===== config.mk =====
export PLATFORM = sky130hd
export DESIGN_NAME = homeDisplayTop
export DESIGN_NICKNAME = d
export VERILOG_FILES = /design/src/source/homeDisplayPkg.sv /design/src/source/drawCtrlIf.sv /design/src/source/roomStatusIf.sv /design/src/source/homeDisplayTop.sv /design/src/source/pixelWriter.sv /design/src/source/roomStatusRegs.sv /design/src/source/displayControl.sv
export SDC_FILE = /design/constraint.sdc
export NUM_CORES = 1
export LEC_CHECK = 0
export ABC_AREA = 1
export BUFFER_PORTS_ARGS = -buffer_cell sky130_fd_sc_hd__buf_2
export CORE_UTILIZATION = 45
export CTS_BUF_LIST = sky130_fd_sc_hd__clkbuf_4 sky130_fd_sc_hd__clkbuf_8
export DETAILED_ROUTE_END_ITERATION = 12
export PLACE_DENSITY = 0.75
export RECOVER_POWER = 25
export SYNTH_ARGS = -nofsm -noshare
export SYNTH_HDL_FRONTEND = slang
export SYNTH_HIERARCHICAL = 1
export SYNTH_SLANG_ARGS = --single-unit
export TNS_END_PERCENT = 5

===== constraint.sdc =====
create_clock -name clock -period 4.3 [get_ports clock]
set_input_delay 0.43 -clock clock [delete_from_list [all_inputs] [get_ports clock]]
set_output_delay 0.43 -clock clock [all_outputs]
set_load 0.01 [all_outputs]

===== src/source/homeDisplayPkg.sv =====
`default_nettype none

package homeDisplayPkg;

	localparam int screenWidth = 160;
	localparam int screenHeight = 120;
	localparam int coordXWidth = 8;
	localparam int coordYWidth = 7;
	localparam int tileSize = 4; // tile edge, 16 pixels per tile
	localparam int roomCount = 5;
	localparam int colourWidth = 3;
	localparam int cueWidth = 2;

	typedef logic [2:0] roomIndex_t;
	typedef logic [coordXWidth-1:0] coordX_t;
	typedef logic [coordYWidth-1:0] coordY_t;
	typedef logic [colourWidth-1:0] colour_t;
	typedef logic [cueWidth-1:0] cue_t;

	localparam colour_t colourOn = 3'd6; // yellow
	localparam colour_t colourOff = 3'd7; // white
	localparam colour_t colourClear = 3'd0; // black

	localparam cue_t cueLightOn = 2'd0;
	localparam cue_t cueLightOff = 2'd1;
	localparam cue_t cueDoorOn = 2'd2;
	localparam cue_t cueDoorOff = 2'd3;

	typedef enum logic [2:0] {idle, loading, drawing, cue, clearing} controlState_t;

	// start column per room, 20 + 28 * room
	localparam coordX_t roomBaseX [roomCount] = '{8'd20, 8'd48, 8'd76, 8'd104, 8'd132};
	localparam coordY_t lightRowY = 7'd40;
	localparam coordY_t doorRowY = 7'd70;

endpackage

`default_nettype wire

===== src/source/drawCtrlIf.sv =====
`timescale 1ns/1ns
`default_nettype none

interface drawCtrlIf;

	logic drawActive; // level, tile plot in progress
	logic clearActive; // level, screen sweep in progress
	logic tileDone; // pulse with last tile pixel
	logic clearDone; // pulse with last sweep pixel

	modport control(output drawActive, clearActive, input tileDone, clearDone);
	modport writer(input drawActive, clearActive, output tileDone, clearDone);

endinterface

`default_nettype wire


===== src/source/roomStatusIf.sv =====
`timescale 1ns/1ns
`default_nettype none

interface roomStatusIf;
	import homeDisplayPkg::*;

	logic roomValid; // a room switch was set at the last load
	coordX_t tileX;
	coordY_t tileY;
	colour_t tileColour;

	modport owner(output roomValid, tileX, tileY, tileColour);
	modport reader(input tileX, tileY, tileColour);

endinterface

`default_nettype wire


===== src/source/homeDisplayTop.sv =====
`timescale 1ns/1ns
`default_nettype none

module homeDisplayTop (
	input logic clock,
	input logic reset,
	input logic loadInputs,
	input logic clearScreen,
	input logic [homeDisplayPkg::roomCount-1:0] roomSelect,
	input logic functionLight,
	input logic statusOn,
	output homeDisplayPkg::coordX_t pixelX,
	output homeDisplayPkg::coordY_t pixelY,
	output homeDisplayPkg::colour_t pixelColour,
	output logic pixelPlot,
	output homeDisplayPkg::cue_t cueCode,
	output logic cueValid,
	output logic busy
);

	logic captureEnable;

	roomStatusIf roomStatus ();
	drawCtrlIf drawCtrl ();

	displayControl i_displayControl (
		.clock(clock),
		.reset(reset),
		.loadInputs(loadInputs),
		.clearScreen(clearScreen),
		.roomValid(roomStatus.roomValid),
		.ctrl(drawCtrl.control),
		.captureEnable(captureEnable),
		.cueValid(cueValid),
		.busy(busy)
	);

	roomStatusRegs i_roomStatusRegs (
		.clock(clock),
		.reset(reset),
		.captureEnable(captureEnable),
		.roomSelect(roomSelect),
		.functionLight(functionLight),
		.statusOn(statusOn),
		.status(roomStatus.owner),
		.cueCode(cueCode)
	);

	pixelWriter i_pixelWriter (
		.clock(clock),
		.reset(reset),
		.status(roomStatus.reader),
		.ctrl(drawCtrl.writer),
		.pixelX(pixelX),
		.pixelY(pixelY),
		.pixelColour(pixelColour),
		.pixelPlot(pixelPlot)
	);

endmodule

`default_nettype wire


===== src/source/pixelWriter.sv =====
`timescale 1ns/1ns
`default_nettype none

module pixelWriter (
	input logic clock,
	input logic reset,
	roomStatusIf.reader status,
	drawCtrlIf.writer ctrl,
	output homeDisplayPkg::coordX_t pixelX,
	output homeDisplayPkg::coordY_t pixelY,
	output homeDisplayPkg::colour_t pixelColour,
	output logic pixelPlot
);
	import homeDisplayPkg::*;

	logic [3:0] tileCount; // row in [3:2], column in [1:0]
	coordX_t sweepX;
	coordY_t sweepY;
	logic tilePlot;
	logic sweepPlot;
	logic tileLast;
	logic sweepLast;

	// hold off for the cycle in which the done pulse is out
	assign tilePlot = ctrl.drawActive && !ctrl.tileDone;
	assign sweepPlot = ctrl.clearActive && !ctrl.clearDone;
	assign tileLast = tileCount == 4'(tileSize * tileSize - 1);
	assign sweepLast = (sweepX == coordX_t'(screenWidth - 1)) &&
		(sweepY == coordY_t'(screenHeight - 1));

	always_ff @(posedge clock) begin
		if (reset || !ctrl.drawActive) begin
			tileCount <= '0;
		end else if (tilePlot) begin
			tileCount <= tileCount + 1'b1; // wraps to 0 after the last pixel
		end
	end

	always_ff @(posedge clock) begin
		if (reset || !ctrl.clearActive) begin
			sweepX <= '0;
			sweepY <= '0;
		end else if (sweepPlot) begin
			if (sweepX == coordX_t'(screenWidth - 1)) begin
				sweepX <= '0;
				sweepY <= sweepLast ? '0 : sweepY + 1'b1; // next row, or back to top
			end else begin
				sweepX <= sweepX + 1'b1;
			end
		end
	end

	always_ff @(posedge clock) begin
		if (reset) begin
			pixelPlot <= 1'b0;
			ctrl.tileDone <= 1'b0;
			ctrl.clearDone <= 1'b0;
		end else begin
			pixelPlot <= tilePlot || sweepPlot;
			ctrl.tileDone <= tilePlot && tileLast;
			ctrl.clearDone <= sweepPlot && sweepLast;
		end
	end

	always_ff @(posedge clock) begin
		if (sweepPlot) begin
			pixelX <= sweepX;
			pixelY <= sweepY;
			pixelColour <= colourClear;
		end else begin
			pixelX <= status.tileX + coordX_t'(tileCount[1:0]);
			pixelY <= status.tileY + coordY_t'(tileCount[3:2]);
			pixelColour <= status.tileColour;
		end
	end

	pixelOnScreen: assert property (@(posedge clock) disable iff (reset)
		pixelPlot |-> (pixelX < screenWidth) && (pixelY < screenHeight));

endmodule

`default_nettype wire


===== src/source/roomStatusRegs.sv =====
`timescale 1ns/1ns
`default_nettype none

module roomStatusRegs (
	input logic clock,
	input logic reset,
	input logic captureEnable,
	input logic [homeDisplayPkg::roomCount-1:0] roomSelect,
	input logic functionLight,
	input logic statusOn,
	roomStatusIf.owner status,
	output homeDisplayPkg::cue_t cueCode
);
	import homeDisplayPkg::*;

	roomIndex_t lowestRoom;
	roomIndex_t roomReg;
	logic validReg;
	logic functionReg; // 1 = light, 0 = door
	logic onReg;

	// priority encode, lowest set switch wins
	always_comb begin
		lowestRoom = '0;
		for (int i = roomCount - 1; i >= 0; i--) begin
			if (roomSelect[i]) begin
				lowestRoom = roomIndex_t'(i);
			end
		end
	end

	always_ff @(posedge clock) begin
		if (reset) begin
			validReg <= 1'b0;
		end else if (captureEnable) begin
			validReg <= |roomSelect;
		end
	end

	always_ff @(posedge clock) begin
		if (captureEnable) begin
			roomReg <= lowestRoom;
			functionReg <= functionLight;
			onReg <= statusOn;
		end
	end

	assign status.roomValid = validReg;
	assign status.tileX = roomBaseX[roomReg];
	assign status.tileY = functionReg ? lightRowY : doorRowY; // light row above door row
	assign status.tileColour = onReg ? colourOn : colourOff;

	always_comb begin
		if (functionReg) begin
			cueCode = onReg ? cueLightOn : cueLightOff;
		end else begin
			cueCode = onReg ? cueDoorOn : cueDoorOff;
		end
	end

	tileInsideScreen: assert property (@(posedge clock) disable iff (reset)
		status.roomValid |-> (int'(status.tileX) + tileSize <= screenWidth));

endmodule

`default_nettype wire


===== src/source/displayControl.sv =====
`timescale 1ns/1ns
`default_nettype none

module displayControl (
	input logic clock,
	input logic reset,
	input logic loadInputs,
	input logic clearScreen,
	input logic roomValid,
	drawCtrlIf.control ctrl,
	output logic captureEnable,
	output logic cueValid,
	output logic busy
);
	import homeDisplayPkg::*;

	controlState_t state;
	controlState_t nextState;

	always_comb begin
		nextState = state;
		case (state)
			idle: begin
				if (loadInputs) begin
					nextState = loading;
				end
			end
			loading: begin
				if (!loadInputs) begin
					nextState = roomValid ? drawing : idle; // nothing to draw without a room
				end
			end
			drawing: begin
				if (ctrl.tileDone) begin
					nextState = cue;
				end
			end
			cue: nextState = idle;
			clearing: begin
				if (ctrl.clearDone) begin
					nextState = idle;
				end
			end
			default: nextState = idle;
		endcase
		// clear wins over everything, including a draw in progress
		if (clearScreen) begin
			nextState = clearing;
		end
	end

	always_ff @(posedge clock) begin
		if (reset) begin
			state <= idle;
		end else begin
			state <= nextState;
		end
	end

	assign captureEnable = state == loading; // latch switches while button held
	assign ctrl.drawActive = state == drawing;
	assign ctrl.clearActive = state == clearing;
	assign cueValid = state == cue;
	assign busy = (state == drawing) || (state == cue) || (state == clearing);

	// the writer must never be asked to draw and sweep at once
	activeExclusive: assert property (@(posedge clock) disable iff (reset)
		!(ctrl.drawActive && ctrl.clearActive));

	cueSingleCycle: assert property (@(posedge clock) disable iff (reset)
		cueValid |=> !cueValid);

endmodule

`default_nettype wire


==> results_dict.tcl, run 1 <==
set metrics [dict create \
    fmax_mhz 495 \
    rsz0062_at_grt "false" \
    status "complete, no violations" \
    setup_tns_ps 0 \
    post_cts_buffers 0 \
    syn_inst 339 \
    netlist_top_cells_area "dfxtp_1, nand2_1, inv_1" \
    grtUsageTotal 0.175 \
    fin_crit_sh 0.470 \
    postRouteAntennaNets 0 \
    gp_congestion 0.866 \
    antenna_found_initial 0 \
    postRouteWirelength_microns 4800 \
    final-hold-violation-count 0 \
    grt_first_pass_wirelength_microns 8480 \
    grt_max_degree 23 \
    clock_skew_ps 6.30 \
    yosys.area.top_type "dfxtp_1" \
    nNetsFinal 384 \
    vias_per_cell 4.81 \
    critical_path_class "reg -> reg" \
    crit_slowest_cell "dfxtp_1" \
    drt_iter0_drc 71 \
    antenna_cells 0 \
    path_clk_slew_ps 90 \
    wl_per_cell_microns 11.0 \
    hold_path_class "in -> reg" \
    worst-path-buf-inv 3 \
    cp_max_fo 22 \
    synth_seq_cells 49 \
    grt_pass1_vias 2045 \
    drive_gt1_frac 0.153 \
    slew_viol_final 0 \
    dp_hpwl_microns 3640 \
    whs_ps 303 \
    timing.critical_path.cells "nor2_1 > nand2_1 > inv_1 > nand2_2 > inv_2 > nand3_4 > nand2_2 > o21ai_1 > o21ai_1 > inv_1" \
    ys_seq_area_frac 0.404 \
    ys_warn_count 6 \
    peakVddDrop_mv 0.185 \
    arrival_ps 2220 \
    ys_top_cells_by_count "nand2_1, inv_1, dfxtp_1" \
    route.detailed.drc 0 \
    critical_path.top_delay_family "simple AND/OR/NAND/NOR gates" \
    io_pins 34 \
    ys.flop_type "dfxtp_1" \
    yosys.area.top_type_share 0.345 \
    synth_area_per_cell_sq_um 7.53 \
    num_vias 2104 \
    gr-total-overflow 0 \
    power_density_mw_per_mm2 329 \
    fin_crit_ps 2020 \
    cpPeakStageDelay_ps 380 \
    cts_resized 0 \
    cts_tree "done" \
    worst_slew_pin_slew_ps 1040 \
    p_leak_nw 1.18 \
    placement.io_buffers 33 \
    maxCapViolCount 0 \
    num_rows 27 \
    initial_core_util 0.466 \
    die_h_microns 77.3 \
    synth_most_common_cell "nand2_1" \
    syn-cell-area_sq_mm 0.00255 \
    cp.required_ps 4500 \
    setup_viol 0 \
    ys_types 37 \
    clockBufferDepth 2 \
    cp-start-kind "flop" \
    cts-root-buf "clkbuf_8" \
    syn2layout_area_growth_pct 8.93 \
    end_kind "flop" \
    totalPowerFinal_mw 0.915 \
    synth-async-reset-ratio 0 \
    coreArea_sq_mm 0.00547 \
    dieArea_sq_mm 0.00597 \
    die_w_microns 77.3 \
    drt_pre_antenna_iters 4 \
    timing.slew.headroom 0.303 \
    cts.sinks 49 \
    hold_buffers 0 \
    cts_buffers 5 \
    cts_max_level 2 \
    synth_edf_count 5 \
    insertion_delay_ps 300 \
]
## flip-flops by register name, summed over array words and instances, names as in the netlist
signal,cells
i_pixelWriter/pixelX,8
i_pixelWriter/sweepX,8
i_pixelWriter/pixelY,7
i_pixelWriter/sweepY,7
i_pixelWriter/tileCount,4
i_displayControl/state,3
i_pixelWriter/pixelColour,3
i_roomStatusRegs/roomReg,3
i_pixelWriter/ctrl.clearDone,1
i_pixelWriter/ctrl.tileDone,1
i_pixelWriter/pixelPlot,1
i_roomStatusRegs/functionReg,1
i_roomStatusRegs/onReg,1
i_roomStatusRegs/status.roomValid,1
## layer usage
layer,share of wire,vias up,track usage
li1,-,1097,-
met4,0.0079,0,0.0717
met2,0.50,39,0.320
met5,0,-,0
met1,0.47,966,0.202
met3,0.029,2,0.0238
## cell usage in the layout, fill, tap and decap left out, drive strengths merged, types with 2 or more instances in the layout
cell type	instances
a211oi	2
a21oi	8
buf	21
clkbuf	18
conb	6
dfxtp	44
edfxtp	5
fa	2
ha	7
inv	52
nand2	66
nand3	22
nand4	6
nor2	53
nor3	9
o21ai	22
o21bai	6
or2	3
xor2	5
## through the flow
step / instances / util / area (sq um) / worst slack, ps
floorplan: 343 / - / 2570 / 2730
global placement: 429 / 0.490 / 2680 / 2390
detailed placement: 429 / 0.490 / 2680 / 2300
CTS: 437 / 0.512 / 2800 / 2290
global route: 437 / 0.508 / 2780 / 2060
finish: 437 / 0.508 / 2780 / 2280
## power by group
part | internal [mW] | leakage [nW] | switching (mW)
Combinational | 0.0304 | 0.714 | 0.0584
Clock | 0.189 | 0.0574 | 0.149
Sequential | 0.479 | 0.409 | 0.00935
Total | 0.698 | 1.18 | 0.217
## worst paths after layout
kind                            depth (start not counted)  slack (ps)                                      to                              startpoint
worst min register to register                          2         490    i_pixelWriter/sweepX[2]$_SDFFE_PP0P_    i_pixelWriter/sweepX[2]$_SDFFE_PP0P_
worst max register to register                         10        2280    i_pixelWriter/sweepY[2]$_SDFFE_PP0P_  i_displayControl/state[1]$_SDFFE_PP0P_
worst max-delay path                                   10        2280    i_pixelWriter/sweepY[2]$_SDFFE_PP0P_  i_displayControl/state[1]$_SDFFE_PP0P_
worst min-delay path                                    1         300  i_roomStatusRegs/functionReg$_DFFE_PP_                           functionLight
## cells by family after synthesis
| family | Yosys count | synth area share |
|---|---|---|
| AOI/OAI and AO/OA | 41 | 0.0961 |
| other | 2 | 0.00294 |
| xor gates and xnor gates | 6 | 0.0206 |
| DFF | 49 | 0.404 |
| adders and majority gates | 9 | 0.0500 |
| and+or+nand+nor | 161 | 0.296 |
| buffers and inverters | 71 | 0.130 |
## layout make-up
cell class / instances / area, sq um
clock buffer: 6 / 82.6
clock inverter: 2 / 37.5
fill: 559 / 2690
inverter: 52 / 195
multi-input combinational: 223 / 1190
sequential: 49 / 1030
tap: 72 / 90.1
timing repair buffer: 33 / 150
No activity file was read; power rests on OpenSTA's default activity.
==> run 2, diff against run 1 <==
==> constraint.sdc (replaced) <==
create_clock -name clock -period 2.01 [get_ports clock]
set_input_delay 0.201 -clock clock [delete_from_list [all_inputs] [get_ports clock]]
set_output_delay 0.201 -clock clock [all_outputs]
set_load 0.01 [all_outputs]
==> results_dict.tcl, run 2 (synthesis gave the netlist of run 1 again) <==
set metrics [dict create \
    status "complete, no violations" \
    wl_per_cell_microns 10.9 \
    mostFrequentLayoutCell "nand2_1" \
    fmax_mhz 599 \
    cts-root-buf "clkbuf_8" \
    maxCapViolCount 0 \
    num_rows 27 \
    clockBufferDepth 2 \
    power_density_mw_per_mm2 667 \
    placedInstanceArea_sq_mm 0.00271 \
    slew_viol_final 0 \
    hold_path_class "in -> reg" \
    end_kind "flop" \
    vias_per_cell 4.75 \
    insertion_delay_ps 300 \
    largestRegisters "i_pixelWriter/pixelX: 8 flops, i_pixelWriter/sweepX: 8 flops" \
    seqCellArea_sq_mm 0.00103 \
    fin_crit_sh 0.830 \
    gr-total-overflow 0 \
    cp-start-kind "flop" \
    route.detailed.drc 0 \
    dp_cells 433 \
    nNetsFinal 388 \
    drt_pre_antenna_iters 5 \
    antenna_found_initial 0 \
    dp_hpwl_microns 3630 \
    grtUsageTotal 0.171 \
    peakVddDrop_mv 0.409 \
    fin_crit_ps 1670 \
    setup_tns_ps 0 \
    hold_buffers 0 \
    cp_max_fo 14 \
    final-hold-violation-count 0 \
    num_vias 2096 \
    totalPowerFinal_mw 1.86 \
    grt_max_degree 22 \
    drt_iter0_drc 86 \
    fill_cells 545 \
    grt_pass1_vias 1949 \
    path_clk_slew_ps 80 \
    io_pins 34 \
    clock_skew_ps 5.39 \
    layout_common_cells "nand2_1, inv_1, nor2_1, dfxtp_1, buf_2" \
    drive_gt1_frac 0.163 \
    cts_buffers 5 \
    cts_max_level 2 \
    setup_viol 0 \
    cts_resized 0 \
    post_cts_buffers 0 \
    cts_tree "done" \
    fin_area_sq_mm 0.00279 \
    grt_first_pass_wirelength_microns 8220 \
    critical_path_class "reg -> reg" \
    cts.sinks 49 \
    stdcell_count 441 \
    rsz0062_at_grt "false" \
    whs_ps 68.1 \
    die_h_microns 77.3 \
    gp_congestion 0.862 \
    antenna_cells 0 \
    placement.io_buffers 33 \
    multi_input_area_sq_mm 0.00120 \
    dieArea_sq_mm 0.00597 \
    syn2layout_area_growth_pct 9.42 \
    postRouteWirelength_microns 4790 \
    initial_core_util 0.466 \
    coreArea_sq_mm 0.00547 \
    p_leak_nw 1.19 \
    arrival_ps 1870 \
    cp.required_ps 2210 \
    postRouteAntennaNets 0 \
    die_w_microns 77.3 \
]
[run 2: power by group]
group / leakage, nW / total [mW] / switching (mW) / internal, mW
logic: 0.731 / 0.198 / 0.127 / 0.0713
registers: 0.409 / 1.05 / 0.0212 / 1.02
clock network: 0.0523 / 0.617 / 0.309 / 0.308
total: 1.19 / 1.86 / 0.457 / 1.40
[run 2: worst max-delay path, cell delays in order (launching register included)]
cell and delay (ps):
dfxtp_1 390, nor2_2 170, nand2_1 100, inv_1 130, nand2_2 80, inv_2 200, nand3_4 160, nand2_2 150
o21ai_1 80, o21ai_1 70, inv_1 50
[run 2: worst paths after layout]
path | start | endpoint | slack (ps) | depth (start not counted)
min reg2reg | i_roomStatusRegs/onReg$_DFFE_PP_ | i_pixelWriter/pixelColour[0]$_SDFF_PP0_ | 480 | 3
max reg2reg | i_displayControl/state[1]$_SDFFE_PP0P_ | i_pixelWriter/sweepY[2]$_SDFFE_PP0P_ | 340 | 10
min | statusOn | i_roomStatusRegs/onReg$_DFFE_PP_ | 70 | 1
max | i_displayControl/state[1]$_SDFFE_PP0P_ | i_pixelWriter/sweepY[2]$_SDFFE_PP0P_ | 340 | 10
[run 2: metrics by stage]
step,utilization,setup slack [ps]
2_1_floorplan,-,443
3_3_place_gp,0.496,431
3_5_place_dp,0.496,349
4_1_cts,0.514,327
5_1_grt,0.510,128
6_report,0.510,341
[run 2: layer usage]
metal  share of wire  up-vias  global-route usage
li1                -     1106                   -
met1            0.46      946               0.206
met2            0.50       40               0.296
met3           0.036        4              0.0369
met4           0.012        0              0.0660
met5               0        -                   0
[run 2: final cells by class]
type                       count  area share
clock buffer                   8      0.0350
inverter                      52      0.0699
multi-input combinational    223       0.430
sequential                    49       0.369
tap                           72      0.0323
timing repair buffer          37      0.0636
==> run 3, diff against run 2 <==
==> constraint.sdc (replaced) <==
create_clock -name clock -period 1.7 [get_ports clock]
set_input_delay 0.17 -clock clock [delete_from_list [all_inputs] [get_ports clock]]
set_output_delay 0.17 -clock clock [all_outputs]
set_load 0.01 [all_outputs]
==> results_dict.tcl, run 3 (synthesis gave the netlist of run 1 again) <==
set metrics [dict create \
    status "complete, no violations" \
    die_w_microns 77.3 \
    cpPeakStageDelay_ps 460 \
    rsz0062_at_grt "false" \
    power_density_mw_per_mm2 762 \
    gr-usage-met2 0.309 \
    nNetsFinal 391 \
    cts_resized 0 \
    grtUsageMet3 0.0321 \
    gp_congestion 0.903 \
    drt_iter0_drc 106 \
    cts_buffers 5 \
    min_from "functionLight" \
    antenna_found_initial 0 \
    crit_start "i_roomStatusRegs/functionReg$_DFFE_PP_" \
    hold_buffers 0 \
    layout_common_cells "nand2_1, inv_1, nor2_1, dfxtp_1" \
    drt_pre_antenna_iters 4 \
    dp_hpwl_microns 3570 \
    cp_common_cell "inv_1" \
    critical_path.top_delay_family "adder cells" \
    num_rows 27 \
    peakVddDrop_mv 0.348 \
    cp_max_fo 2 \
    grt-busiest-layer "met2" \
    switchingPower_mw 0.543 \
    met1_usage 0.212 \
    timing.critical_path.cells "inv_1 > inv_1 > fa_1 > nor2_1 > xor2_1 > o21ai_0" \
    largestRegisters "i_pixelWriter/pixelX: 8 flops, i_pixelWriter/sweepX: 8 flops" \
    path_clk_slew_ps 80 \
    antenna_cells 0 \
    cts-root-buf "clkbuf_8" \
    io_pins 34 \
    grt_max_degree 22 \
    crit_slowest_cell "fa_1" \
    pre_cts_slack_ps 152 \
    cts.sinks 49 \
    cp.required_ps 1910 \
    coreArea_sq_mm 0.00547 \
    arrival_ps 1760 \
    insertion_delay_ps 290 \
    vias_per_cell 4.60 \
    grt_pass1_vias 2015 \
    post_cts_buffers 0 \
    comb_power_share 0.114 \
    fmax_mhz 649 \
    cts_tree "done" \
    dp_cells 436 \
    critical_path_class "reg -> reg" \
    worst-path-buf-inv 2 \
    slew_viol_final 0 \
    fill_cells 545 \
    syn2layout_area_growth_pct 10.3 \
    cp-start-kind "flop" \
    gr-total-overflow 0 \
    pwr-share-seq 0.574 \
    placedInstanceArea_sq_mm 0.00274 \
    p_int_mw 1.60 \
    num_vias 2044 \
    postRouteWirelength_microns 4680 \
    placement.io_buffers 33 \
    maxCapViolCount 0 \
    die_h_microns 77.3 \
    fin_area_sq_mm 0.00281 \
    setup_viol 0 \
    clock_skew_ps 4.16 \
    hold_path_class "in -> reg" \
    dieArea_sq_mm 0.00597 \
    initial_core_util 0.466 \
    grt_first_pass_wirelength_microns 8380 \
    swShare 0.253 \
    p_leak_nw 1.20 \
    fin_crit_ps 1540 \
    clockBufferDepth 2 \
    end_kind "flop" \
    route.detailed.drc 0 \
    drive_gt1_frac 0.169 \
    postRouteAntennaNets 0 \
    final-hold-violation-count 0 \
    mostFrequentLayoutCell "nand2_1" \
    cts_max_level 2 \
    power_frac_clock 0.312 \
    fin_crit_sh 0.907 \
    setup_tns_ps 0 \
    wl_per_cell_microns 10.5 \
    worst_slack_ps 159 \
    grtUsageTotal 0.178 \
    stdcell_count 444 \
    r2r-start "i_roomStatusRegs/functionReg$_DFFE_PP_" \
]
-- run 3: changes by cell type in the layout (fill, tap and decap cells not counted), moves of 2 or more --
cell | before | now
clkbuf_1 | 14 | 16
clkinv_2 | 0 | 2
buf_4 | 4 | 7
buf_2 | 19 | 17
-- run 3: path summary, 6_finish.rpt --
kind | slack, ps | endpoint | depth (start not counted)
setup / recovery | 160 | i_pixelWriter/pixelY[4]$_DFF_P_ | 6
hold / removal | 40 | i_roomStatusRegs/functionReg$_DFFE_PP_ | 1
setup reg to reg | 160 | i_pixelWriter/pixelY[4]$_DFF_P_ | 6
hold reg to reg | 480 | i_pixelWriter/sweepX[2]$_SDFFE_PP0P_ | 2
-- run 3: layer usage --
| layer | wire [microns] | up-vias |
|---|---|---|
| li1 | - | 1115 |
| met1 | 2150 | 894 |
| met2 | 2340 | 33 |
| met3 | 144 | 2 |
| met4 | 42 | 0 |
| met5 | 0 | - |
-- run 3: final cells by class --
| type | count | area, sq um | area share |
|---|---|---|---|
| Multi-Input combinational cell | 223 | 1210 | 0.431 |
| Sequential cell | 49 | 1030 | 0.367 |
| Timing Repair Buffer | 40 | 198 | 0.0703 |
| Inverter | 52 | 195 | 0.0694 |
| Tap cell | 72 | 90.1 | 0.0320 |
| Clock buffer | 6 | 76.3 | 0.0271 |
| Clock inverter | 2 | 10.0 | 0.00356 |
-- run 3: power groups by stage --
stage | logic [mW] | clock network [mW] | registers, mW
5_1_grt | 0.277 | 0.751 | 1.24
6_report | 0.244 | 0.670 | 1.23
3_3_place_gp | 0.247 | 0 | 1.26
3_5_place_dp | 0.250 | 0 | 1.26
2_1_floorplan | 0.161 | 0 | 1.27
4_1_cts | 0.251 | 0.700 | 1.23
-- run 3: per-stage QoR --
step	power [mW]	hold WS (ps)	utilization
after global placement	1.50	348	0.500
after detailed placement	1.51	348	0.500
final	2.15	44.8	0.514
after CTS	2.18	33.0	0.516
after global routing	2.26	29.4	0.514
after floorplan	1.43	239	-
